$ cat config.mk
export PLATFORM = sky130hd
export DESIGN_NAME = rob
export DESIGN_NICKNAME = d
export VERILOG_FILES = /design/src/rob_pkg.sv /design/src/rob_entry.sv /design/src/rob_commit_sel.sv /design/src/rob.sv
export SDC_FILE = /design/constraint.sdc
export NUM_CORES = 1
export LEC_CHECK = 0
export BUFFER_PORTS_ARGS = -buffer_cell sky130_fd_sc_hd__buf_2
export CAP_MARGIN = 20
export CORE_MARGIN = 10
export CORE_UTILIZATION = 50
export CTS_CLUSTER_DIAMETER = 60
export CTS_CLUSTER_SIZE = 16
export DETAILED_ROUTE_END_ITERATION = 10
export PLACE_DENSITY = 0.67
export SETUP_SLACK_MARGIN = 0.5
export SYNTH_ARGS = -nofsm -noshare
export SYNTH_HDL_FRONTEND = slang
export SYNTH_SLANG_ARGS = --single-unit
$ cat constraint.sdc
create_clock -name i_clk -period 8.6 [get_ports i_clk]
set_input_delay 0.43 -clock i_clk [delete_from_list [all_inputs] [get_ports i_clk]]
set_output_delay 0.43 -clock i_clk [all_outputs]
set_load 0.05 [all_outputs]
$ cat src/rob_pkg.sv
package rob_pkg;

  localparam int DISP_SIZE      = 2;
  localparam int CMT_ENTRY_SIZE = 8;
  localparam int CMT_ENTRY_W    = 3;
  localparam int CMT_ID_W       = CMT_ENTRY_W + 1;  // Extra wrap bit
  localparam int SLOT_W         = 1;
  localparam int VADDR_W        = 32;
  localparam int RD_W           = 6;

  localparam logic [VADDR_W-1:0] TRAP_VADDR = '0;

  typedef enum logic [2:0] {
    NONE          = 3'd0,
    INST_MISALIGN = 3'd1,
    ILLEGAL_INST  = 3'd2,
    ECALL         = 3'd3,
    LOAD_FAULT    = 3'd4
  } except_t;

  typedef struct packed {
    logic            valid;
    logic            rd_valid;
    logic [RD_W-1:0] rd_tag;
  } disp_slot_t;

  typedef struct packed {
    logic [VADDR_W-1:0]             pc;  // Word aligned
    disp_slot_t [DISP_SIZE-1:0]     slot;
  } disp_grp_t;

  typedef struct packed {
    logic                valid;
    logic [CMT_ID_W-1:0] cmt_id;
    logic [SLOT_W-1:0]   slot;
    logic                except_valid;
    except_t             except_type;
    logic                br_taken;
    logic [VADDR_W-1:0]  br_target;
  } exec_op_t;

  typedef struct packed {
    logic                valid;
    logic [CMT_ID_W-1:0] cmt_id;
    logic [SLOT_W-1:0]   slot;
    logic                except_valid;
    except_t             except_type;
    logic                br_taken;
    logic [VADDR_W-1:0]  br_target;
  } done_rpt_t;

  typedef struct packed {
    logic                          commit;
    logic [CMT_ID_W-1:0]           cmt_id;
    logic [DISP_SIZE-1:0]          grp_id;
    logic                          all_dead;
    logic [DISP_SIZE-1:0]          dead_id;
    logic                          upd_pc_valid;
    logic [VADDR_W-1:0]            upd_pc_vaddr;
    logic [DISP_SIZE-1:0]          except_valid;
    except_t                       except_type;
    logic [VADDR_W-1:0]            epc;
    logic [DISP_SIZE-1:0]          rd_valid;
    logic [DISP_SIZE-1:0][RD_W-1:0] rd_tag;
  } commit_t;

endpackage

$ cat src/rob_entry.sv
`timescale 1ns/1ps

module rob_entry #(
  parameter int ENTRY_IDX = 0
) (
  input  logic                                             i_clk,
  input  logic                                             i_reset_n,
  input  logic                                             i_load_valid,
  input  rob_pkg::disp_grp_t                               i_load_grp,
  input  rob_pkg::done_rpt_t                               i_done_rpt,
  input  logic                                             i_kill,
  input  logic                                             i_commit_finish,
  output logic                                             o_valid,
  output logic                                             o_dead,
  output rob_pkg::disp_grp_t                               o_grp,
  output logic [rob_pkg::DISP_SIZE-1:0]                    o_done_grp_id,
  output logic [rob_pkg::DISP_SIZE-1:0]                    o_except_valid,
  output rob_pkg::except_t [rob_pkg::DISP_SIZE-1:0]        o_except_type,
  output logic [rob_pkg::DISP_SIZE-1:0]                    o_br_taken,
  output logic [rob_pkg::DISP_SIZE-1:0][rob_pkg::VADDR_W-1:0] o_br_target,
  output logic                                             o_all_done
);

  localparam logic [rob_pkg::CMT_ENTRY_W-1:0] IDX = ENTRY_IDX[rob_pkg::CMT_ENTRY_W-1:0];

  logic                                                r_valid;
  logic                                                r_dead;
  logic [rob_pkg::DISP_SIZE-1:0]                       r_done;
  logic [rob_pkg::DISP_SIZE-1:0]                       r_except_valid;
  logic [rob_pkg::DISP_SIZE-1:0]                       r_br_taken;
  rob_pkg::disp_grp_t                                  r_grp;
  rob_pkg::except_t [rob_pkg::DISP_SIZE-1:0]           r_except_type;
  logic [rob_pkg::DISP_SIZE-1:0][rob_pkg::VADDR_W-1:0] r_br_target;
  logic [rob_pkg::DISP_SIZE-1:0]                       w_slot_valid;
  logic                                                w_hit;

  for (genvar d = 0; d < rob_pkg::DISP_SIZE; d++) begin : g_slot
    assign w_slot_valid[d] = r_grp.slot[d].valid;
  end

  // Report for this entry, lower id bits only
  assign w_hit = r_valid & i_done_rpt.valid & (i_done_rpt.cmt_id[rob_pkg::CMT_ENTRY_W-1:0] == IDX);

  always_ff @(posedge i_clk, negedge i_reset_n) begin
    if (!i_reset_n) begin
      r_valid        <= 1'b0;
      r_dead         <= 1'b0;
      r_done         <= '0;
      r_except_valid <= '0;
      r_br_taken     <= '0;
    end else if (i_load_valid) begin
      r_valid        <= 1'b1;
      r_dead         <= i_kill;  // Arrives during a flush, drained by the kill walk
      r_done         <= '0;
      r_except_valid <= '0;
      r_br_taken     <= '0;
    end else if (i_commit_finish) begin
      r_valid <= 1'b0;
      r_dead  <= 1'b0;
    end else begin
      if (i_kill & r_valid) begin
        r_dead <= 1'b1;
      end
      if (w_hit) begin
        r_done[i_done_rpt.slot]         <= 1'b1;
        r_except_valid[i_done_rpt.slot] <= i_done_rpt.except_valid;
        r_br_taken[i_done_rpt.slot]     <= i_done_rpt.br_taken;
      end
    end
  end

  always_ff @(posedge i_clk) begin
    if (i_load_valid) begin
      r_grp <= i_load_grp;
    end
    if (w_hit) begin
      r_except_type[i_done_rpt.slot] <= i_done_rpt.except_type;
      r_br_target[i_done_rpt.slot]   <= i_done_rpt.br_target;
    end
  end

  assign o_valid        = r_valid;
  assign o_dead         = r_dead;
  assign o_grp          = r_grp;
  assign o_done_grp_id  = r_done & w_slot_valid;
  assign o_except_valid = r_except_valid;
  assign o_except_type  = r_except_type;
  assign o_br_taken     = r_br_taken;
  assign o_br_target    = r_br_target;
  assign o_all_done     = r_valid & (&(r_done | ~w_slot_valid));

endmodule

$ cat src/rob_commit_sel.sv
`timescale 1ns/1ps

module rob_commit_sel (
  input  rob_pkg::disp_grp_t                                i_grp,
  input  logic [rob_pkg::DISP_SIZE-1:0]                     i_except_valid,
  input  rob_pkg::except_t [rob_pkg::DISP_SIZE-1:0]         i_except_type,
  input  logic [rob_pkg::DISP_SIZE-1:0]                     i_br_taken,
  input  logic [rob_pkg::DISP_SIZE-1:0][rob_pkg::VADDR_W-1:0] i_br_target,
  output logic                                              o_upd_pc_valid,
  output logic [rob_pkg::VADDR_W-1:0]                       o_upd_pc_vaddr,
  output logic [rob_pkg::DISP_SIZE-1:0]                     o_except_valid,
  output rob_pkg::except_t                                  o_except_type,
  output logic [rob_pkg::VADDR_W-1:0]                       o_epc,
  output logic [rob_pkg::DISP_SIZE-1:0]                     o_dead_id
);

  localparam int PAD_W = rob_pkg::VADDR_W - rob_pkg::SLOT_W - 2;

  // Lowest redirecting slot wins, exception over branch
  always_comb begin
    logic found;
    found          = 1'b0;
    o_upd_pc_valid = 1'b0;
    o_upd_pc_vaddr = '0;
    o_except_valid = '0;
    o_except_type  = rob_pkg::NONE;
    o_epc          = '0;
    o_dead_id      = '0;
    for (int d = 0; d < rob_pkg::DISP_SIZE; d++) begin
      if (found) begin
        o_dead_id[d] = i_grp.slot[d].valid;  // Younger than the redirect
      end else if (i_grp.slot[d].valid && (i_except_valid[d] || i_br_taken[d])) begin
        found          = 1'b1;
        o_upd_pc_valid = 1'b1;
        if (i_except_valid[d]) begin
          o_except_valid[d] = 1'b1;
          o_except_type     = i_except_type[d];
          o_epc             = i_grp.pc + {{PAD_W{1'b0}}, d[rob_pkg::SLOT_W-1:0], 2'b00};
          o_upd_pc_vaddr    = rob_pkg::TRAP_VADDR;
        end else begin
          o_upd_pc_vaddr = i_br_target[d];
        end
      end
    end
  end

endmodule

$ cat src/rob.sv
`timescale 1ns/1ps

module rob (
  input  logic                          i_clk,
  input  logic                          i_reset_n,
  input  logic                          i_disp_valid,
  input  rob_pkg::disp_grp_t            i_disp_grp,
  input  logic                          i_done_valid,
  input  rob_pkg::done_rpt_t            i_done_rpt,
  output logic [rob_pkg::CMT_ID_W-1:0]  o_new_cmt_id,
  output rob_pkg::commit_t              o_commit
);

  localparam int N = rob_pkg::CMT_ENTRY_SIZE;
  localparam int D = rob_pkg::DISP_SIZE;

  logic [N-1:0]                                w_valid;
  logic [N-1:0]                                w_dead;
  logic [N-1:0]                                w_all_done;
  logic [N-1:0]                                w_load;
  logic [N-1:0]                                w_finish;
  rob_pkg::disp_grp_t                          w_grp [N];
  logic [D-1:0]                                w_done_grp_id [N];
  logic [D-1:0]                                w_except_valid [N];
  rob_pkg::except_t [D-1:0]                    w_except_type [N];
  logic [D-1:0]                                w_br_taken [N];
  logic [D-1:0][rob_pkg::VADDR_W-1:0]          w_br_target [N];
  rob_pkg::done_rpt_t                          w_done_rpt;

  logic [rob_pkg::CMT_ID_W-1:0]    r_in_id;
  logic [rob_pkg::CMT_ID_W-1:0]    r_out_id;
  logic [rob_pkg::CMT_ID_W-1:0]    w_out_next;
  logic [rob_pkg::CMT_ENTRY_W-1:0] w_in_entry;
  logic [rob_pkg::CMT_ENTRY_W-1:0] w_head;
  logic                            r_killing;
  logic                            w_kill_now;
  logic                            w_commit;
  logic                            w_flush;
  rob_pkg::disp_grp_t              w_head_grp;
  logic [D-1:0]                    w_head_vmask;

  logic                            w_sel_upd;
  logic [rob_pkg::VADDR_W-1:0]     w_sel_vaddr;
  logic [D-1:0]                    w_sel_exc;
  rob_pkg::except_t                w_sel_type;
  logic [rob_pkg::VADDR_W-1:0]     w_sel_epc;
  logic [D-1:0]                    w_sel_dead;

  assign w_in_entry = r_in_id[rob_pkg::CMT_ENTRY_W-1:0];
  assign w_head     = r_out_id[rob_pkg::CMT_ENTRY_W-1:0];
  assign w_out_next = r_out_id + 1'b1;

  always_comb begin
    w_done_rpt       = i_done_rpt;
    w_done_rpt.valid = i_done_valid & i_done_rpt.valid;  // Only the granted report
  end

  for (genvar c = 0; c < N; c++) begin : g_entry
    assign w_load[c]   = i_disp_valid & (w_in_entry == c[rob_pkg::CMT_ENTRY_W-1:0]);
    assign w_finish[c] = w_commit & (w_head == c[rob_pkg::CMT_ENTRY_W-1:0]);

    rob_entry #(.ENTRY_IDX(c)) u_entry (
      .i_clk          (i_clk),
      .i_reset_n      (i_reset_n),
      .i_load_valid   (w_load[c]),
      .i_load_grp     (i_disp_grp),
      .i_done_rpt     (w_done_rpt),
      .i_kill         (w_flush),
      .i_commit_finish(w_finish[c]),
      .o_valid        (w_valid[c]),
      .o_dead         (w_dead[c]),
      .o_grp          (w_grp[c]),
      .o_done_grp_id  (w_done_grp_id[c]),
      .o_except_valid (w_except_valid[c]),
      .o_except_type  (w_except_type[c]),
      .o_br_taken     (w_br_taken[c]),
      .o_br_target    (w_br_target[c]),
      .o_all_done     (w_all_done[c])
    );
  end

  assign w_head_grp = w_grp[w_head];
  for (genvar d = 0; d < D; d++) begin : g_vmask
    assign w_head_vmask[d] = w_head_grp.slot[d].valid;
  end

  rob_commit_sel u_commit_sel (
    .i_grp         (w_head_grp),
    .i_except_valid(w_except_valid[w_head]),
    .i_except_type (w_except_type[w_head]),
    .i_br_taken    (w_br_taken[w_head]),
    .i_br_target   (w_br_target[w_head]),
    .o_upd_pc_valid(w_sel_upd),
    .o_upd_pc_vaddr(w_sel_vaddr),
    .o_except_valid(w_sel_exc),
    .o_except_type (w_sel_type),
    .o_epc         (w_sel_epc),
    .o_dead_id     (w_sel_dead)
  );

  assign w_kill_now = r_killing & w_valid[w_head] & w_dead[w_head];
  assign w_commit   = w_all_done[w_head] | w_kill_now;
  assign w_flush    = w_commit & w_sel_upd & ~w_dead[w_head];

  always_comb begin
    o_commit              = '0;
    o_commit.commit       = w_commit;
    o_commit.cmt_id       = r_out_id;
    o_commit.all_dead     = w_dead[w_head];
    o_commit.grp_id       = w_dead[w_head] ? w_head_vmask : w_done_grp_id[w_head];
    o_commit.dead_id      = w_dead[w_head] ? w_head_vmask : w_sel_dead;
    o_commit.upd_pc_valid = w_sel_upd & ~w_dead[w_head];
    o_commit.upd_pc_vaddr = w_sel_vaddr;
    o_commit.except_valid = w_sel_exc & {D{~w_dead[w_head]}};
    o_commit.except_type  = w_sel_type;
    o_commit.epc          = w_sel_epc;
    for (int d = 0; d < D; d++) begin
      o_commit.rd_valid[d] = w_head_grp.slot[d].valid & w_head_grp.slot[d].rd_valid;
      o_commit.rd_tag[d]   = w_head_grp.slot[d].rd_tag;
    end
  end

  always_ff @(posedge i_clk, negedge i_reset_n) begin
    if (!i_reset_n) begin
      r_in_id   <= '0;
      r_out_id  <= '0;
      r_killing <= 1'b0;
    end else begin
      if (i_disp_valid) begin
        r_in_id <= r_in_id + 1'b1;
      end
      if (w_commit) begin
        r_out_id <= w_out_next;
      end
      // Younger groups exist, including one dispatched this cycle
      if (w_flush & ((r_in_id != w_out_next) | i_disp_valid)) begin
        r_killing <= 1'b1;
      end else if (r_killing & ~w_kill_now) begin
        r_killing <= 1'b0;
      end
    end
  end

  assign o_new_cmt_id = r_in_id;

endmodule

Yosys cells after proc, flatten, opt, wreduce, memory -nomap -nowiden
Cells that the tools add are included.
{"block": "totals", "ff_bits": 1017, "latchBits": 0, "mem_bits_rw": 0, "rom_bits": 0, "in_bits": 95, "output_inout_bits": 98, "wordCells": 515, "memories": 0}
{"block": "op_classes", "addsub": 3, "mul": 0, "n_div": 0, "order_cmp": 4, "eq_ne": 30, "n_shift": 0, "muxes": 202, "bitwise": 96, "n_reduce_logical": 49}
{"cell": "$bwmux W64", "count": 8}
{"cell": "$mux W32", "count": 11}
{"cell": "$bmux W64 S3", "count": 1}
{"cell": "$mux W2", "count": 80}
{"cell": "$bmux W48 S3", "count": 1}
{"cell": "$mux W64", "count": 2}
{"cell": "$mux W48", "count": 2}
{"cell": "$and A1 B1 Y1", "count": 58}
{"cell": "$mux W1", "count": 55}
{"cell": "$bwmux W6", "count": 8}
{"cell": "$eq A3 B3 Y1 const B", "count": 12}
{"cell": "$reduce_bool A2 Y1", "count": 17}
{"cell": "$add A32 B3 Y32 const B", "count": 1}
{"cell": "$bwmux W2", "count": 16}
{"cell": "$demux W32 S1", "count": 1}
{"cell": "$or A2 B2 Y2", "count": 16}
{"cell": "$reduce_and A2 Y1", "count": 16}
{"cell": "$reduce_bool A3 Y1", "count": 8}
{"cell": "$and A2 B2 Y2", "count": 9}
{"cell": "$bmux W2 S3", "count": 3}
{"cell": "$bmux W6 S3", "count": 1}
{"cell": "$eq A3 B2 Y1 const B", "count": 6}
{"cell": "$mux W3", "count": 6}
{"cell": "$ne A2 B1 Y1 const B", "count": 8}
{"cell": "other kinds (18)", "count": 38}

Depth between registers and ports, before layout
Gate-level depths: netlist of run 1.
{"block": "depth", "word_depth": 14, "depth_mapped": 16, "depth_no_buf": 10}

By module
A second synthesis of run 1 with hierarchy kept.
{"block": "hier_totals", "cells_unflattened": 2305, "area_unflattened_um2": 41503.6}
{"mod": "rob", "instances": 1, "cells_per_inst": 817, "area_each_um2": 8446.9, "seq_area_each_um2": 225.2}
{"mod": "rob_entry at g_entry[5].u_entry ...", "instances": 2, "cells_per_inst": 161, "area_each_um2": 3972.6, "seq_area_each_um2": 3743.6}
{"mod": "rob_entry at g_entry[1].u_entry ...", "instances": 2, "cells_per_inst": 156, "area_each_um2": 3948.8, "seq_area_each_um2": 3743.6}
{"mod": "rob_entry at g_entry[3].u_entry", "instances": 1, "cells_per_inst": 161, "area_each_um2": 3970.1, "seq_area_each_um2": 3743.6}
{"mod": "rob_entry at g_entry[0].u_entry", "instances": 1, "cells_per_inst": 157, "area_each_um2": 3947.5, "seq_area_each_um2": 3743.6}
{"mod": "rob_entry at g_entry[4].u_entry", "instances": 1, "cells_per_inst": 158, "area_each_um2": 3947.5, "seq_area_each_um2": 3743.6}
{"mod": "rob_entry at g_entry[7].u_entry", "instances": 1, "cells_per_inst": 156, "area_each_um2": 3927.5, "seq_area_each_um2": 3743.6}
{"mod": "rob_commit_sel", "instances": 1, "cells_per_inst": 222, "area_each_um2": 1421.4, "seq_area_each_um2": 0.0}

Worst setup path after synthesis of run 1
No wires, ideal clock.
{"block": "synth_timing", "path_kind": "register to output", "from": "reg r_out_id[2] (netlist bit)", "to": "out o_commit[30] (netlist bit)", "t_arrival_ns": 4.620, "required_ns": 8.170, "setup_slack_ns": 3.550, "path_stages_with_launch": 14, "path_buffers": 5, "path_cell_list": "dfrtp_1 > clkbuf_1 > clkbuf_1 > clkbuf_1 > clkbuf_1 > nand2_1 > nand2_1 > ha_1 > inv_1 > nor2_1 > nor4bb_1 > buf_2 > nand3_1 > o41ai_1"}
{"element": "start: declaration", "line": "rob.sv:31", "text": "logic [rob_pkg::CMT_ID_W-1:0] r_out_id;"}
{"element": "start signal: assignment", "line": "rob.sv:133", "text": "r_out_id <= w_out_next;"}
{"element": "end: declaration", "line": "rob.sv:11", "text": "output rob_pkg::commit_t o_commit"}

==> results, run 1 <==
- The flow ran to the end, and the final reports show no timing, DRC or antenna violations.
- In this run the tool buffered the top-level ports with 191 buffer cells.
- Setup slack on the worst reg-to-reg path comes out at roughly 3.8 ns.
- The area enclosed by the die boundary is 93800 sq um.
- The data arrival at the endpoint of the critical path is about 5.5 ns.
- The depth of the most critical reg-to-reg path is 8.
- The post-CTS setup buffer count is 0.
- Sequential cells were found to cover 73.6% of the synthesized design area.
- Once the clock tree was built, the resizer swapped 0 gates to a different size.
- The instance area after placement is ~43000 sq um.
- The all-layer global routing usage is 20.4%.
- The critical path data required time is between 8 and 9 ns.
- The HPWL after detailed placement is 53800 um.
- The analysis attributes to cell leakage a power of 15.7 nW.
- The worst setup path is of the flop to output pin kind.
- The number of nets in the synthesized netlist is between 2000 and 2500.
- The combinational family with the most area after synthesis is multiplexers.
- The post-synthesis adder-cell area fraction is less than 1%.
- The detailed router finished its first iteration with 1817 violations.
- STA classifies the critical path startpoint as a flop.
- The tool flagged a number of max-cap violations equal to 0.
- The most critical setup path has its endpoint at o_commit[70].
- Once the floorplan was initialized, standard cells occupied 50.6% of the core.
- The area of all placed cells without fillers is 45800 sq um.
- A synthesized cell averages 19.5 sq um.
- The count of boundary I/O pins is 193.
- The via count of the first global-routing pass is 21956.
- The accumulated negative setup slack is 0 ns.
- The tree built by TritonCTS fans out to 1017 sinks.
- The final hold violation count came to 0.
- From synthesis to final layout, the design area changed by 11.7%.
- Entering global routing, the biggest net connects approximately 120 pins.
- Setup violations remaining at the end of the flow were counted as 0.
- The endpoint identified for the worst register-to-register timing path is g_entry[3].u_entry.r_done[0]$_DFFE_PN0P_.
- Summing every instance area after synthesis gives 41000 sq um.
- The overall overflow remaining after global route is 0.
- The maximum vdd drop is 0.000209 V.
- The clock tree synthesis step divided the H-tree into 3 levels.
- The post-layout minimum cycle time is between 5 and 6 ns.
- The detailed-route DRC error count is 0.
- The height of the die is ~310 um.
- TritonCTS built the clock tree.
- In this run the clock root is driven by a sky130_fd_sc_hd__clkbuf_16.
- The width of the chip is 306 um.
- The finished layout holds 3422 standard cells, fillers aside.
- Headroom to the max-slew limit came out at 31.8%.
- The power per unit of standard cell area is roughly 320 nW/um^2.
- The cell repeated most along the worst path is sky130_fd_sc_hd__buf_4.
- The number of distinct standard cells referenced by the synthesized netlist is 77.
- The total number of placement rows is 104.
- Synthesis inferred 1017 register bits.
- The largest single stage delay on the critical path is 0.89 ns.
- The post-route netlist has 27.2% of its cells at a drive strength greater than 1.
- In the synthesized netlist, mux cells make up 16.8% of the area.
- On the critical path the largest part of the delay comes from buffers and inverters.
- The flip-flop cell with the highest count after synthesis is sky130_fd_sc_hd__edfxtp_1.
- The total wire length after detailed routing is 95700 um.
- The first element of the critical path is r_out_id[0]$_DFFE_PN0P_.
- The worst path buffer plus inverter count is 3.
- Synthesis produced 2102 cells.
- The floorplan core area is 80900 sq um.
- Counting tap cells, the placed design contains a total of around 3300 instances.
- The antenna violation net count after detailed routing is 0.
- The post-synthesis xor/xnor area fraction is less than 1%.
- The first-pass GRT wire length is 144000 um.
- The synthesized netlist devotes 3.19% of its cell area to compound gates.
- The number of pins exceeding their max-slew limit in the final report is 0.
- For this run, the number of Yosys warnings is 0.
- After layout, the worst path uses 68.9% of the clock period.
- Walking the worst path, the cells encountered are buf_4, mux4_2, mux2i_1, a31o_2, nand2b_1, or2_2, buf_4, o22ai_1, buf_2.
- The final total power is 14.8 mW.
- Counting the buffers created by CTS gives 82.
- Across all hold checks on the routed design, the worst slack comes to 0.0491 ns.
- Among all stages on the critical path, the largest delay is contributed by sky130_fd_sc_hd__dfrtp_4.
- At the end of the flow the core is filled with cells to a little under three fifths.
- Dividing the detail-routed wire length by the instance count gives 28.0 um.
- The synthesized design contains 944 enable-type register cells.
- Across all setup checks in the final design, the least slack found is between 2 and 3 ns.
- The endpoint type of the worst setup path is an output pin.
- Fill cells in the final layout number 6127.
- The path class of the tightest hold or removal check is primary input to flop.
- At the pin with the least slew margin, the transition time is 1.02 ns.
- The number of iterations in the first detailed-routing pass is 5.
- Clock skew on the completed layout was measured at around 0.015 ns.
- The number of antenna violations at the first check in global routing is 22.
- The total vias in the final route is 20929.
- The beginning of the worst register-to-register path is r_out_id[0]$_DFFE_PN0P_.
- The synthesized netlist devotes slightly below 4% of its cell area to simple gates.
- The clock latency on the worst-skew pair is 0.64 ns.
- The routability congestion estimate from global placement is 0.885.
- Setup repair after global routing left no endpoint under its margin.
- Prior to clock tree synthesis, the placed netlist has a worst setup slack of 3.25 ns.
- Based on the critical path, the design can be clocked at up to 169 MHz.
- The path length in cells of the critical path is 9.
- The clock passes through at most 3 buffers.
- The worst-path maximum fanout is 40.
- Clock-pin slew was measured on the worst setup and hold paths at 0.08 ns.
- The async set-reset flop share out of synthesis is about 7.2%.
- Dividing the detail-routed via count by the number of cells gives 6.12.
- The final net count is between 2000 and 2500.
-- cell families (layout without fill, tap and decap cells) --
| group | after synthesis | in the layout |
|---|---|---|
| AO/OA/AOI/OAI | 182 | 182 |
| XOR/XNOR | 20 | 20 |
| adder cells (fa/ha/maj) | 13 | 13 |
| buffers and inverters | 144 | 400 |
| flip-flops | 1017 | 1017 |
| multiplexers | 394 | 394 |
| other | 0 | 4 |
| AND/OR/NAND/NOR | 332 | 332 |
-- power breakdown --
group / total [mW] / internal [mW] / switching, mW
Combinational: 5.03 / 1.85 / 3.17
Clock: 3.71 / 1.98 / 1.74
Sequential: 6.09 / 5.83 / 0.259
Total: 14.8 / 9.66 / 5.17
-- layer usage --
layer  track usage (%)  up-vias  wire (um)
li1                  -     8967          -
met1              26.2    11049      37600
met2              34.8      712      49200
met3              4.26      173       6360
met4              6.29       28       2330
met5                 0        -        176
-- cell usage after synthesis, types with 4 or more instances --
cell type / count / area [sq um]
sky130_fd_sc_hd__o21a_1: 7 / 52.6
sky130_fd_sc_hd__nand4_1: 7 / 43.8
sky130_fd_sc_hd__o22ai_1: 52 / 325
sky130_fd_sc_hd__a311o_1: 4 / 40.0
sky130_fd_sc_hd__or2_2: 5 / 31.3
sky130_fd_sc_hd__nor3_1: 7 / 35.0
sky130_fd_sc_hd__mux4_2: 234 / 5270
sky130_fd_sc_hd__dfrtp_1: 73 / 1830
sky130_fd_sc_hd__and2_1: 10 / 62.6
sky130_fd_sc_hd__a21oi_1: 13 / 65.1
sky130_fd_sc_hd__o211ai_1: 8 / 60.1
sky130_fd_sc_hd__o22a_1: 4 / 35.0
sky130_fd_sc_hd__nand2_1: 148 / 556
sky130_fd_sc_hd__clkbuf_1: 50 / 188
sky130_fd_sc_hd__a311oi_2: 4 / 60.1
sky130_fd_sc_hd__a22oi_1: 14 / 105
sky130_fd_sc_hd__edfxtp_1: 944 / 28300
sky130_fd_sc_hd__ha_1: 13 / 163
sky130_fd_sc_hd__or3_1: 4 / 25.0
sky130_fd_sc_hd__nand2b_1: 12 / 75.1
sky130_fd_sc_hd__and3_1: 10 / 62.6
sky130_fd_sc_hd__inv_1: 34 / 128
sky130_fd_sc_hd__o21ai_0: 20 / 100
sky130_fd_sc_hd__xor2_1: 7 / 61.3
sky130_fd_sc_hd__a31o_2: 5 / 43.8
sky130_fd_sc_hd__mux2i_1: 146 / 1460
sky130_fd_sc_hd__a31oi_1: 9 / 56.3
sky130_fd_sc_hd__buf_4: 8 / 60.1
sky130_fd_sc_hd__nor2_1: 63 / 236
sky130_fd_sc_hd__mux2_2: 14 / 158
sky130_fd_sc_hd__a21boi_1: 4 / 30.0
sky130_fd_sc_hd__nand3_1: 26 / 130
sky130_fd_sc_hd__buf_2: 33 / 165
sky130_fd_sc_hd__buf_1: 9 / 33.8
sky130_fd_sc_hd__nor2b_1: 14 / 87.6
sky130_fd_sc_hd__nor4_1: 5 / 31.3
sky130_fd_sc_hd__buf_6: 8 / 90.1
sky130_fd_sc_hd__xnor2_1: 13 / 114
-- flip-flops by register name, indices dropped and copies added (netlist names) --
register	count
g_entry.u_entry.o_br_target	512
g_entry.u_entry.o_grp	384
g_entry.u_entry.o_except_type	48
g_entry.u_entry.o_br_taken	16
g_entry.u_entry.o_except_valid	16
g_entry.u_entry.r_done	16
g_entry.u_entry.o_dead	8
g_entry.u_entry.o_valid	8
o_new_cmt_id	4
r_out_id	4
r_killing	1
-- worst min path at each step --
stage,startpoint,end,slack (ns),depth (start not counted)
2_1_floorplan,i_reset_n,g_entry[0].u_entry.o_br_taken[0]$_DFFE_PN0P_,0.13,0
3_3_place_gp,g_entry[6].u_entry.r_done[0]$_DFFE_PN0P_,g_entry[6].u_entry.r_done[0]$_DFFE_PN0P_,0.49,1
3_5_place_dp,g_entry[7].u_entry.r_done[0]$_DFFE_PN0P_,g_entry[7].u_entry.r_done[0]$_DFFE_PN0P_,0.50,1
4_1_cts,i_disp_grp[19],g_entry[6].u_entry.o_grp[19]$_DFFE_PP_,0.01,1
5_1_grt,i_disp_grp[45],g_entry[6].u_entry.o_grp[45]$_DFFE_PP_,0.04,1
6_report,i_disp_grp[33],g_entry[4].u_entry.o_grp[33]$_DFFE_PP_,0.05,1
-- layout make-up --
type	instances	area, sq um	share of cell area (%)
diodes	4	10.0	0.0219
clock buffers	102	2220	4.85
clock inverters	29	353	0.771
inverters	35	136	0.298
multi-input cells	941	10200	22.3
flip-flops and latches	1017	30200	65.9
well taps	1060	1330	2.90
repair buffers	234	1340	2.92
-- what timing repair did --
item,in CTS,in global routing
endpoints found under the hold margin,73,0
endpoints found under the setup margin,0,0
hold buffers,1,0
-- layout by cell type (no fill, tap or decap), types with 5 or more instances in the layout --
cell type	instances
sky130_fd_sc_hd__buf_4	40
sky130_fd_sc_hd__o22ai_1	52
sky130_fd_sc_hd__inv_2	10
sky130_fd_sc_hd__nand3_1	26
sky130_fd_sc_hd__nor2_1	52
sky130_fd_sc_hd__nor2b_1	14
sky130_fd_sc_hd__xor2_1	7
sky130_fd_sc_hd__nand2_1	147
sky130_fd_sc_hd__edfxtp_1	944
sky130_fd_sc_hd__a31o_2	5
sky130_fd_sc_hd__nor3_1	5
sky130_fd_sc_hd__o21ai_0	20
sky130_fd_sc_hd__clkbuf_1	15
sky130_fd_sc_hd__xnor2_1	13
sky130_fd_sc_hd__buf_2	190
sky130_fd_sc_hd__ha_1	13
sky130_fd_sc_hd__nor2_4	11
sky130_fd_sc_hd__o211ai_1	8
sky130_fd_sc_hd__inv_1	23
sky130_fd_sc_hd__a22oi_1	14
sky130_fd_sc_hd__or2_2	5
sky130_fd_sc_hd__clkinv_1	5
sky130_fd_sc_hd__o21a_1	7
sky130_fd_sc_hd__mux4_2	234
sky130_fd_sc_hd__a31oi_1	9
sky130_fd_sc_hd__mux2i_1	146
sky130_fd_sc_hd__nand2b_1	12
sky130_fd_sc_hd__and3_1	9
sky130_fd_sc_hd__clkinv_2	5
sky130_fd_sc_hd__mux2_2	14
sky130_fd_sc_hd__nand4_1	7
sky130_fd_sc_hd__a21oi_1	13
sky130_fd_sc_hd__nor4_1	5
sky130_fd_sc_hd__dfrtp_1	70
sky130_fd_sc_hd__clkbuf_16	86
sky130_fd_sc_hd__and2_1	10
Power figures use the tool's default switching activity.
==> inputs of run 2 (changes only) <==
PLACE_DENSITY = 0.7   (was 0.67)
clock period = 5.1 ns   (was 8.6 ns; I/O delays follow)
==> run 2 against run 1 <==
Die area is the same. Critical path depth rose by 3. Non-clock buffer count is 116 higher. Core utilization grew 1.4 points. Flip-flop and latch count unchanged. Wire length grew 0.58%. Sequential power grew 67%. Global-route usage shrank 0.10 points. Clock power increased by 62%. Critical path type unchanged.
==> results, run 2 (synthesized netlist as in run 1, its figures left out) <==
- The run finished with clean final reports.
- The overall overflow remaining after global route came to 0 (unchanged).
- The critical path starts at r_out_id[0]$_DFFE_PN0P_.
- For the finished layout, the period the worst path requires is 4.39 ns.
- The cell-internal power is 16.3 mW (+69%).
- The effective utilization at floorplan is 50.6% (unchanged).
- The number of iterations in the first detailed-routing pass came to 5 (unchanged).
- The worst setup path is captured at an output pin.
- The path length in cells of the critical path is 12 (+3).
- The maximum root-to-sink buffer count is 3 (unchanged).
- The filler cell count came to 5961 (-2.7%).
- The final period utilization is 86.1%.
- The number of flip-flops in the largest register came to 512 (unchanged).
- The relative contribution of combinational cells to total power is 35.4% (+1.5 points).
- The cell repeated most along the worst path is sky130_fd_sc_hd__or2_2.
- The root buffer cell chosen for the clock tree is sky130_fd_sc_hd__clkbuf_16.
- The all-layer global routing usage is 20.3% (-0.10 points).
- The met2 demand-to-capacity share in global routing is 33.4% (-1.4 points).
- The first-pass GRT wire length is 144000 um (+0.30%).
- In the layout the commonest cells are 944 x sky130_fd_sc_hd__edfxtp_1, 234 x sky130_fd_sc_hd__mux4_2, 189 x sky130_fd_sc_hd__buf_2, 148 x sky130_fd_sc_hd__nand2_1, 145 x sky130_fd_sc_hd__mux2i_1.
- The number of vias per cell was 6.09 (-0.41%).
- The critical path's slowest cell is sky130_fd_sc_hd__dfrtp_4.
- The total wire length after detailed routing was 96300 um (+0.58%).
- The width of the chip is 306 um (unchanged).
- In this run the critical register-to-register path is captured at g_entry[4].u_entry.o_dead$_DFFE_PN0P_.
- The met1 usage is 27.6% (+1.5 points).
- The data arrival at the endpoint of the critical path came to 4.13 ns (-1.37 ns).
- The detailed-route DRC error count came to 0 (unchanged).
- The worst path buffer plus inverter count is 3 (unchanged).
- The number of antenna violations at the first check in global routing was 10 (-55%).
- The antenna violation net count after detailed routing is 0 (unchanged).
- The worst register-to-register path begins at r_out_id[0]$_DFFE_PN0P_.
- The relative contribution of the clock network to total power was 24.0% (-1.0 points).
- The met3 usage in global routing is 4.00% (-0.26 points).
- The clock latency on the worst-skew pair is 0.66 ns (+0.02 ns).
- The accumulated negative setup slack is 0 ns (unchanged).
- The TritonCTS sink count is 1017 (unchanged).
- The DRC marker count from the first detailed-route iteration is 2119 (+17%).
- The critical path data required time is 4.85 ns (-3.32 ns).
- The depth of the most critical reg-to-reg path is 10 (+2).
- TritonCTS built the clock tree.
- The power per unit of standard cell area was 535 nW/um^2 (+65%).
- The maximum vdd drop is 0.000416 V (+99%).
- The signal on the critical path passes through buf_12, or2_2, o22ai_1, or2_2, ha_1, inv_1, nor2_1, nor4bb_4, nand4_1, or4_1, o211ai_1, clkbuf_4.
- The area enclosed by the die boundary came to 93800 sq um (unchanged).
- The maximum number of pins on one net before global-route repair is 80 (-32%).
- The setup slack on the worst flop-to-flop path is 1.18 ns (-2.65 ns).
- The count of boundary I/O pins is 193 (unchanged).
- The number of buffers created by CTS is 80 (-2.4%).
- From synthesis to final layout, the design area changed by 14.4%.
- The final total power is 25.1 mW (+69%).
- The port buffer count is 191 (unchanged).
- The most congested layer reported by global routing is met2.
- The routability congestion estimate from global placement is 0.872 (-1.4%).
- The floorplan core area came to 80900 sq um (unchanged).
- The static power due to leakage came to 16.2 nW (+3.2%).
- The total vias in the final route came to 21544 (+2.9%).
- The total number of placement rows is 104 (unchanged).
- The launching element type of the critical path is a flop.
- Setup repair after global routing left no endpoint under its margin.
- The part of the power in registers was 40.6% (-0.5 points).
- The worst slew slack as a fraction of its limit came to 25.1% (-6.7 points).
- The detailed placer's ending HPWL is 56400 um (+4.9%).
- In this run the worst setup path terminates at o_commit[42].
- The final hold violation count is 0 (unchanged).
- The worst-margin pin slew is 1.12 ns (+0.0999 ns).
- The clock-pin slew of the registers on the worst-case setup and hold paths is 0.07 ns (about the same).
- The number of pins exceeding their max-slew limit in the final report is 0 (unchanged).
- The wire length per cell after detailed routing is 27.2 um (-2.7%).
- The final net count is 2533 (+4.7%).
- The via count of the first global-routing pass is 22258 (+1.4%).
- The height of the die came to 306 um (unchanged).
- The worst-path maximum fanout is 23 (-43%).
- The layout cell share with drive strength beyond 1 is 27.1% (-0.17 points).
- The worst hold-check path type is primary input to flop.
- The setup clock skew after layout is 0.0440 ns (+0.0286 ns).
- Timing would allow up to 228 MHz.
- The proportion of total power due to net switching came to 35.1% (+0.29 points).
- The number of H-tree levels is 3 (unchanged).
- The final-report setup violation count is 0 (unchanged).
- The stage delay of the slowest cell on the critical path is 0.60 ns (-0.29 ns).
- The reported max-cap violation count is 0 (unchanged).
- The critical path in this run is classified as flop to output pin.
- The most frequent standard cell in the layout excluding fill and tap cells is sky130_fd_sc_hd__edfxtp_1.
- The largest delay contributor family on the critical path is simple AND/OR/NAND/NOR gates.
- The net switching power is 8.81 mW (+71%).
-- run 2: cell count changes in the layout (fill, tap and decap cells not counted), sizes merged --
cell	previous run	this run
dlygate4sd3	1	87
bufinv	4	3
inv	42	39
clkinv	14	21
buf	233	262
clkinvlp	4	1
-- run 2: how the worst min path moves through the flow --
stage / from / end / slack (ns) / cells after the start
6_report: i_done_rpt[37] / g_entry[0].u_entry.o_br_target[12]$_DFFE_PP_ / 0.19 / 2
5_1_grt: i_done_rpt[37] / g_entry[0].u_entry.o_br_target[16]$_DFFE_PP_ / 0.17 / 2
4_1_cts: i_done_rpt[37] / g_entry[6].u_entry.r_done[1]$_DFFE_PN0P_ / 0.14 / 5
3_5_place_dp: i_reset_n / g_entry[4].u_entry.o_br_taken[0]$_DFFE_PN0P_ / 0.48 / 1
3_3_place_gp: i_reset_n / g_entry[4].u_entry.o_br_taken[1]$_DFFE_PN0P_ / 0.46 / 1
2_1_floorplan: i_reset_n / g_entry[0].u_entry.o_br_taken[0]$_DFFE_PN0P_ / -0.04 / 0
-- run 2: cell type report --
class                   count  area (sq um)  area share, %
diodes                      4          10.0         0.0213
clock buffers             101          2080           4.44
clock inverters            29           407          0.867
inverters                  35           136          0.291
multi-input cells         941         10300           21.9
flip-flops and latches   1017         30200           64.4
well taps                1060          1330           2.83
repair buffers            350          2490           5.32
-- run 2: per-layer routing --
layer,part of all wire (%),wire length (um)
met1,41,39200
met2,49,47500
met3,7.6,7350
met4,2.3,2170
met5,0.055,53
-- run 2: through the flow --
| stage | worst slack (ns) | instances | hold slack, ns | utilization (%) | area [sq um] |
|---|---|---|---|---|---|
| after floorplan | 0.528 | 2102 | -0.0406 | - | 41000 |
| after global placement | 0.641 | 3303 | 0.462 | 53.5 | 43300 |
| after detailed placement | 0.550 | 3303 | 0.475 | 53.5 | 43300 |
| after CTS | 0.520 | 3523 | 0.141 | 57.8 | 46800 |
| after global routing | 0.548 | 3536 | 0.174 | 57.9 | 46900 |
| final | 0.711 | 3537 | 0.193 | 57.9 | 46900 |
-- run 2: power groups by stage --
stage / Clock, mW / Sequential (mW) / Combinational, mW
after global routing: 6.45 / 10.3 / 9.44
after detailed placement: 0 / 10.5 / 8.52
after floorplan: 0 / 10.3 / 6.44
after global placement: 0 / 10.5 / 8.42
final: 6.02 / 10.2 / 8.87
after CTS: 6.14 / 10.2 / 8.82
-- run 2: repair_timing --
item	in CTS	in global routing
setup endpoints to repair	58	14
setup buffers	3	9
pin swaps	0	1
gates cloned	0	0
hold buffers	87	0
hold endpoints to repair	1037	0
gates resized for setup	4	3
==> inputs of run 3 (changes only) <==
REMOVE_ABC_BUFFERS = 1   (was unset)
==> run 3 against run 2 <==
Clock power fell by 3%. Critical path depth up 1. Cell area is 0.40% lower. Sequential power hardly changed. Global-route usage hardly changed. Register-to-register slack lost 0.09 ns. Combinational power fell by 0.8%.
==> results, run 3 (synthesized netlist as in run 1, its figures left out) <==
- The flow ran to the end, and the final reports show no timing, DRC or antenna violations.
- The maximum number of pins on one net before global-route repair is 142 (+78%).
- The total vias in the final route came to 21426 (-0.55%).
- The critical path data required time came to 4.85 ns (about the same).
- The worst setup path is of the flop to output pin kind.
- Leaving out fill and tap cells, the most frequent cell in the layout is sky130_fd_sc_hd__edfxtp_1.
- The maximum vdd drop came to 0.000464 V (+11%).
- The number of flip-flops in the largest register is 512 (unchanged).
- The proportion of total power due to net switching is 35.0% (-0.17 points).
- The number of buffers created by CTS is 79 (-1.3%).
- The worst-margin pin slew is 1.08 ns (-0.0384 ns).
- The worst slew slack as a fraction of its limit is 27.7% (+2.6 points).
- The number of vias per cell is 6.10 (+0.16%).
- The clock latency on the worst-skew pair is 0.63 ns (-0.03 ns).
- The port buffer count is 191 (unchanged).
- The worst hold-check path type is primary input to flop.
- The cell at the root of the clock tree is sky130_fd_sc_hd__clkbuf_16.
- The net switching power is 8.68 mW (-1.5%).
- Leaving out fill and tap cells, the most frequent cells in the layout are 944 x sky130_fd_sc_hd__edfxtp_1, 234 x sky130_fd_sc_hd__mux4_2, 186 x sky130_fd_sc_hd__buf_2, 147 x sky130_fd_sc_hd__nand2_1, 144 x sky130_fd_sc_hd__mux2i_1.
- The stage delay of the slowest cell on the critical path is 0.60 ns (about the same).
- The overall overflow remaining after global route is 0 (unchanged).
- The post-layout minimum cycle time is 4.49 ns (+0.102 ns).
- Setup repair after global routing could not meet its margin everywhere.
- The accumulated negative setup slack is 0 ns (unchanged).
- The worst-path maximum fanout was 35 (+52%).
- The total wire length after detailed routing is 96500 um (+0.22%).
- The total number of placement rows is 104 (unchanged).
- Walking the worst path, the cells encountered are buf_12, or2_2, o22ai_1, or2_2, ha_1, inv_1, nor2_1, nor4bb_2, buf_4, nand4_1, or2_1, o31ai_2, buf_6.
- The antenna violation net count after detailed routing is 0 (unchanged).
- The number of H-tree levels is 3 (unchanged).
- The count of boundary I/O pins is 193 (unchanged).
- The filler cell count is 6009 (+0.81%).
- The relative contribution of the clock network to total power was 23.6% (-0.4 points).
- The final-report setup violation count is 0 (unchanged).
- The depth of the most critical reg-to-reg path is 10 (unchanged).
- Counting stages on the worst path, the most repeated cell is sky130_fd_sc_hd__or2_2.
- The CTS tree is yes.
- The maximum root-to-sink buffer count is 3 (unchanged).
- The area enclosed by the die boundary is 93800 sq um (unchanged).
- The power per unit of standard cell area came to 532 nW/um^2 (-0.64%).
- The static power due to leakage is 16.1 nW (-0.69%).
- The number of iterations in the first detailed-routing pass was 5 (unchanged).
- The all-layer global routing usage is 20.4% (+0.033 points).
- The part of the power in registers is 41.0% (+0.4 points).
- The height of the die is 306 um (unchanged).
- The number of antenna violations at the first check in global routing was 8 (-2).
- The width of the chip was 306 um (unchanged).
- The setup clock skew after layout is 0.0222 ns (-0.0218 ns).
- The floorplan core area came to 80900 sq um (unchanged).
- The flip-flop and latch area came to 30200 sq um (unchanged).
- The worst-case setup slack after placement is 0.922 ns (+0.372 ns).
- The final net count is 2522 (-0.43%).
- The wire length per cell after detailed routing is 27.5 um (+0.93%).
- The signed area change from the synthesized netlist to the final layout is 14.0%.
- The data arrival at the endpoint of the critical path came to 4.24 ns (+0.11 ns).
- The layout cell share with drive strength beyond 1 is 26.9% (-0.10 points).
- The final period utilization came to 88.1% (+2.0 points).
- The effective utilization at floorplan is 50.6% (unchanged).
- The TritonCTS sink count came to 1017 (unchanged).
- The via count of the first global-routing pass is 22405 (+0.66%).
- The fmax is 223 MHz (-2.3%).
- The final hold violation count is 0 (unchanged).
- The detailed-route DRC error count came to 0 (unchanged).
- The routability congestion estimate from global placement is 0.894 (+2.5%).
- STA classifies the critical path endpoint as an output pin.
- The cell-internal power came to 16.2 mW (-0.78%).
- The slowest stage of the critical path belongs to the cell sky130_fd_sc_hd__dfrtp_4.
- The minimum setup slack in the final design is 0.609 ns (-0.102 ns).
- The footprint of the multi-input gates is 10300 sq um (about the same).
- The number of pins exceeding their max-slew limit in the final report is 0 (unchanged).
- The launching element type of the critical path is a flop.
- The DRC marker count from the first detailed-route iteration is 2221 (+4.8%).
- The first-pass GRT wire length is 145000 um (+0.33%).
- The relative contribution of combinational cells to total power is 35.4% (about the same).
- The worst hold path stage count is 3 (+1).
- The reported max-cap violation count was 0 (unchanged).
- The detailed placer's ending HPWL is 56800 um (+0.71%).
- The clock-pin slew of the registers on the worst-case setup and hold paths came to 0.07 ns (about the same).
==> run 3: cell count changes in the layout (fill, tap and decap cells not counted), moves of 3 or more <==
cell	change
sky130_fd_sc_hd__buf_2	-3
sky130_fd_sc_hd__buf_4	-11
sky130_fd_sc_hd__clkbuf_1	-12
sky130_fd_sc_hd__clkinv_16	-4
==> run 3: power by group through the flow <==
stage / Combinational [mW] / Clock [mW] / Sequential [mW]
floorplan: 5.76 / 0 / 10.8
global placement: 8.50 / 0 / 10.4
detailed placement: 8.59 / 0 / 10.4
CTS: 8.84 / 5.96 / 10.2
global route: 9.39 / 6.28 / 10.2
finish: 8.80 / 5.86 / 10.2
==> run 3: final timing paths <==
kind | startpoint | endpoint | slack, ns
max | r_out_id[0]$_DFFE_PN0P_ | o_commit[44] | 0.61
min | i_done_rpt[37] | g_entry[0].u_entry.o_except_type[2]$_DFFE_PP_ | 0.27
max reg2reg | r_out_id[0]$_DFFE_PN0P_ | g_entry[4].u_entry.o_br_taken[1]$_DFFE_PN0P_ | 1.09
min reg2reg | r_out_id[3]$_DFFE_PN0P_ | r_out_id[3]$_DFFE_PN0P_ | 0.51
max in group asynchronous | i_reset_n | r_out_id[2]$_DFFE_PN0P_ | 3.75
min in group asynchronous | i_reset_n | o_new_cmt_id[3]$_DFFE_PN0P_ | 0.32
==> run 3: layer usage <==
layer,vias to the layer above,GRT usage [%],share of wire [%],wire length [um]
li1,9177,-,-,-
met1,11314,27.0,41,39600
met2,806,35.0,51,48900
met3,119,3.32,6.2,6000
met4,10,4.80,2.0,1960
met5,-,0,0.074,71
==> run 3: repair_timing <==
item / 4_1_cts / 5_1_grt
setup endpoints to repair: 41 / 31
setup buffers: 5 / 3
resized for setup: 8 / 16
endpoints found under the hold margin: 993 / 0
hold buffers: 87 / 0
pin swaps: 0 / 1
==> run 3: cell type report <==
cell class                 count  area share (%)
multi-input combinational    941            22.0
clock inverter                24           0.522
clock buffer                  92            4.50
inverter                      35           0.292
timing repair buffer         340            5.25
antenna                        3          0.0161
sequential                  1017            64.6
tap                         1060            2.84
==> run 3: worst max-delay path: cells and delay by family (launching register included) <==
| family | cells | cell delay [ns] |
|---|---|---|
| and+or+nand+nor | 6 | 1.41 |
| buffers and inverters | 4 | 0.77 |
| DFF | 1 | 0.60 |
| AOI/OAI and AO/OA | 2 | 0.58 |
| adders and majority gates | 1 | 0.21 |
==> run 3: metrics by stage <==
stage | cell area, sq um | hold slack [ns] | util [%] | power [mW] | cells
after global placement | 43300 | 0.445 | 53.5 | 18.9 | 3297
after detailed placement | 43300 | 0.445 | 53.5 | 19.0 | 3297
final | 46700 | 0.272 | 57.7 | 24.8 | 3512
after floorplan | 40400 | -0.0406 | - | 16.5 | 1993
after global routing | 46700 | 0.262 | 57.7 | 25.9 | 3511
after CTS | 46600 | 0.233 | 57.6 | 25.0 | 3505
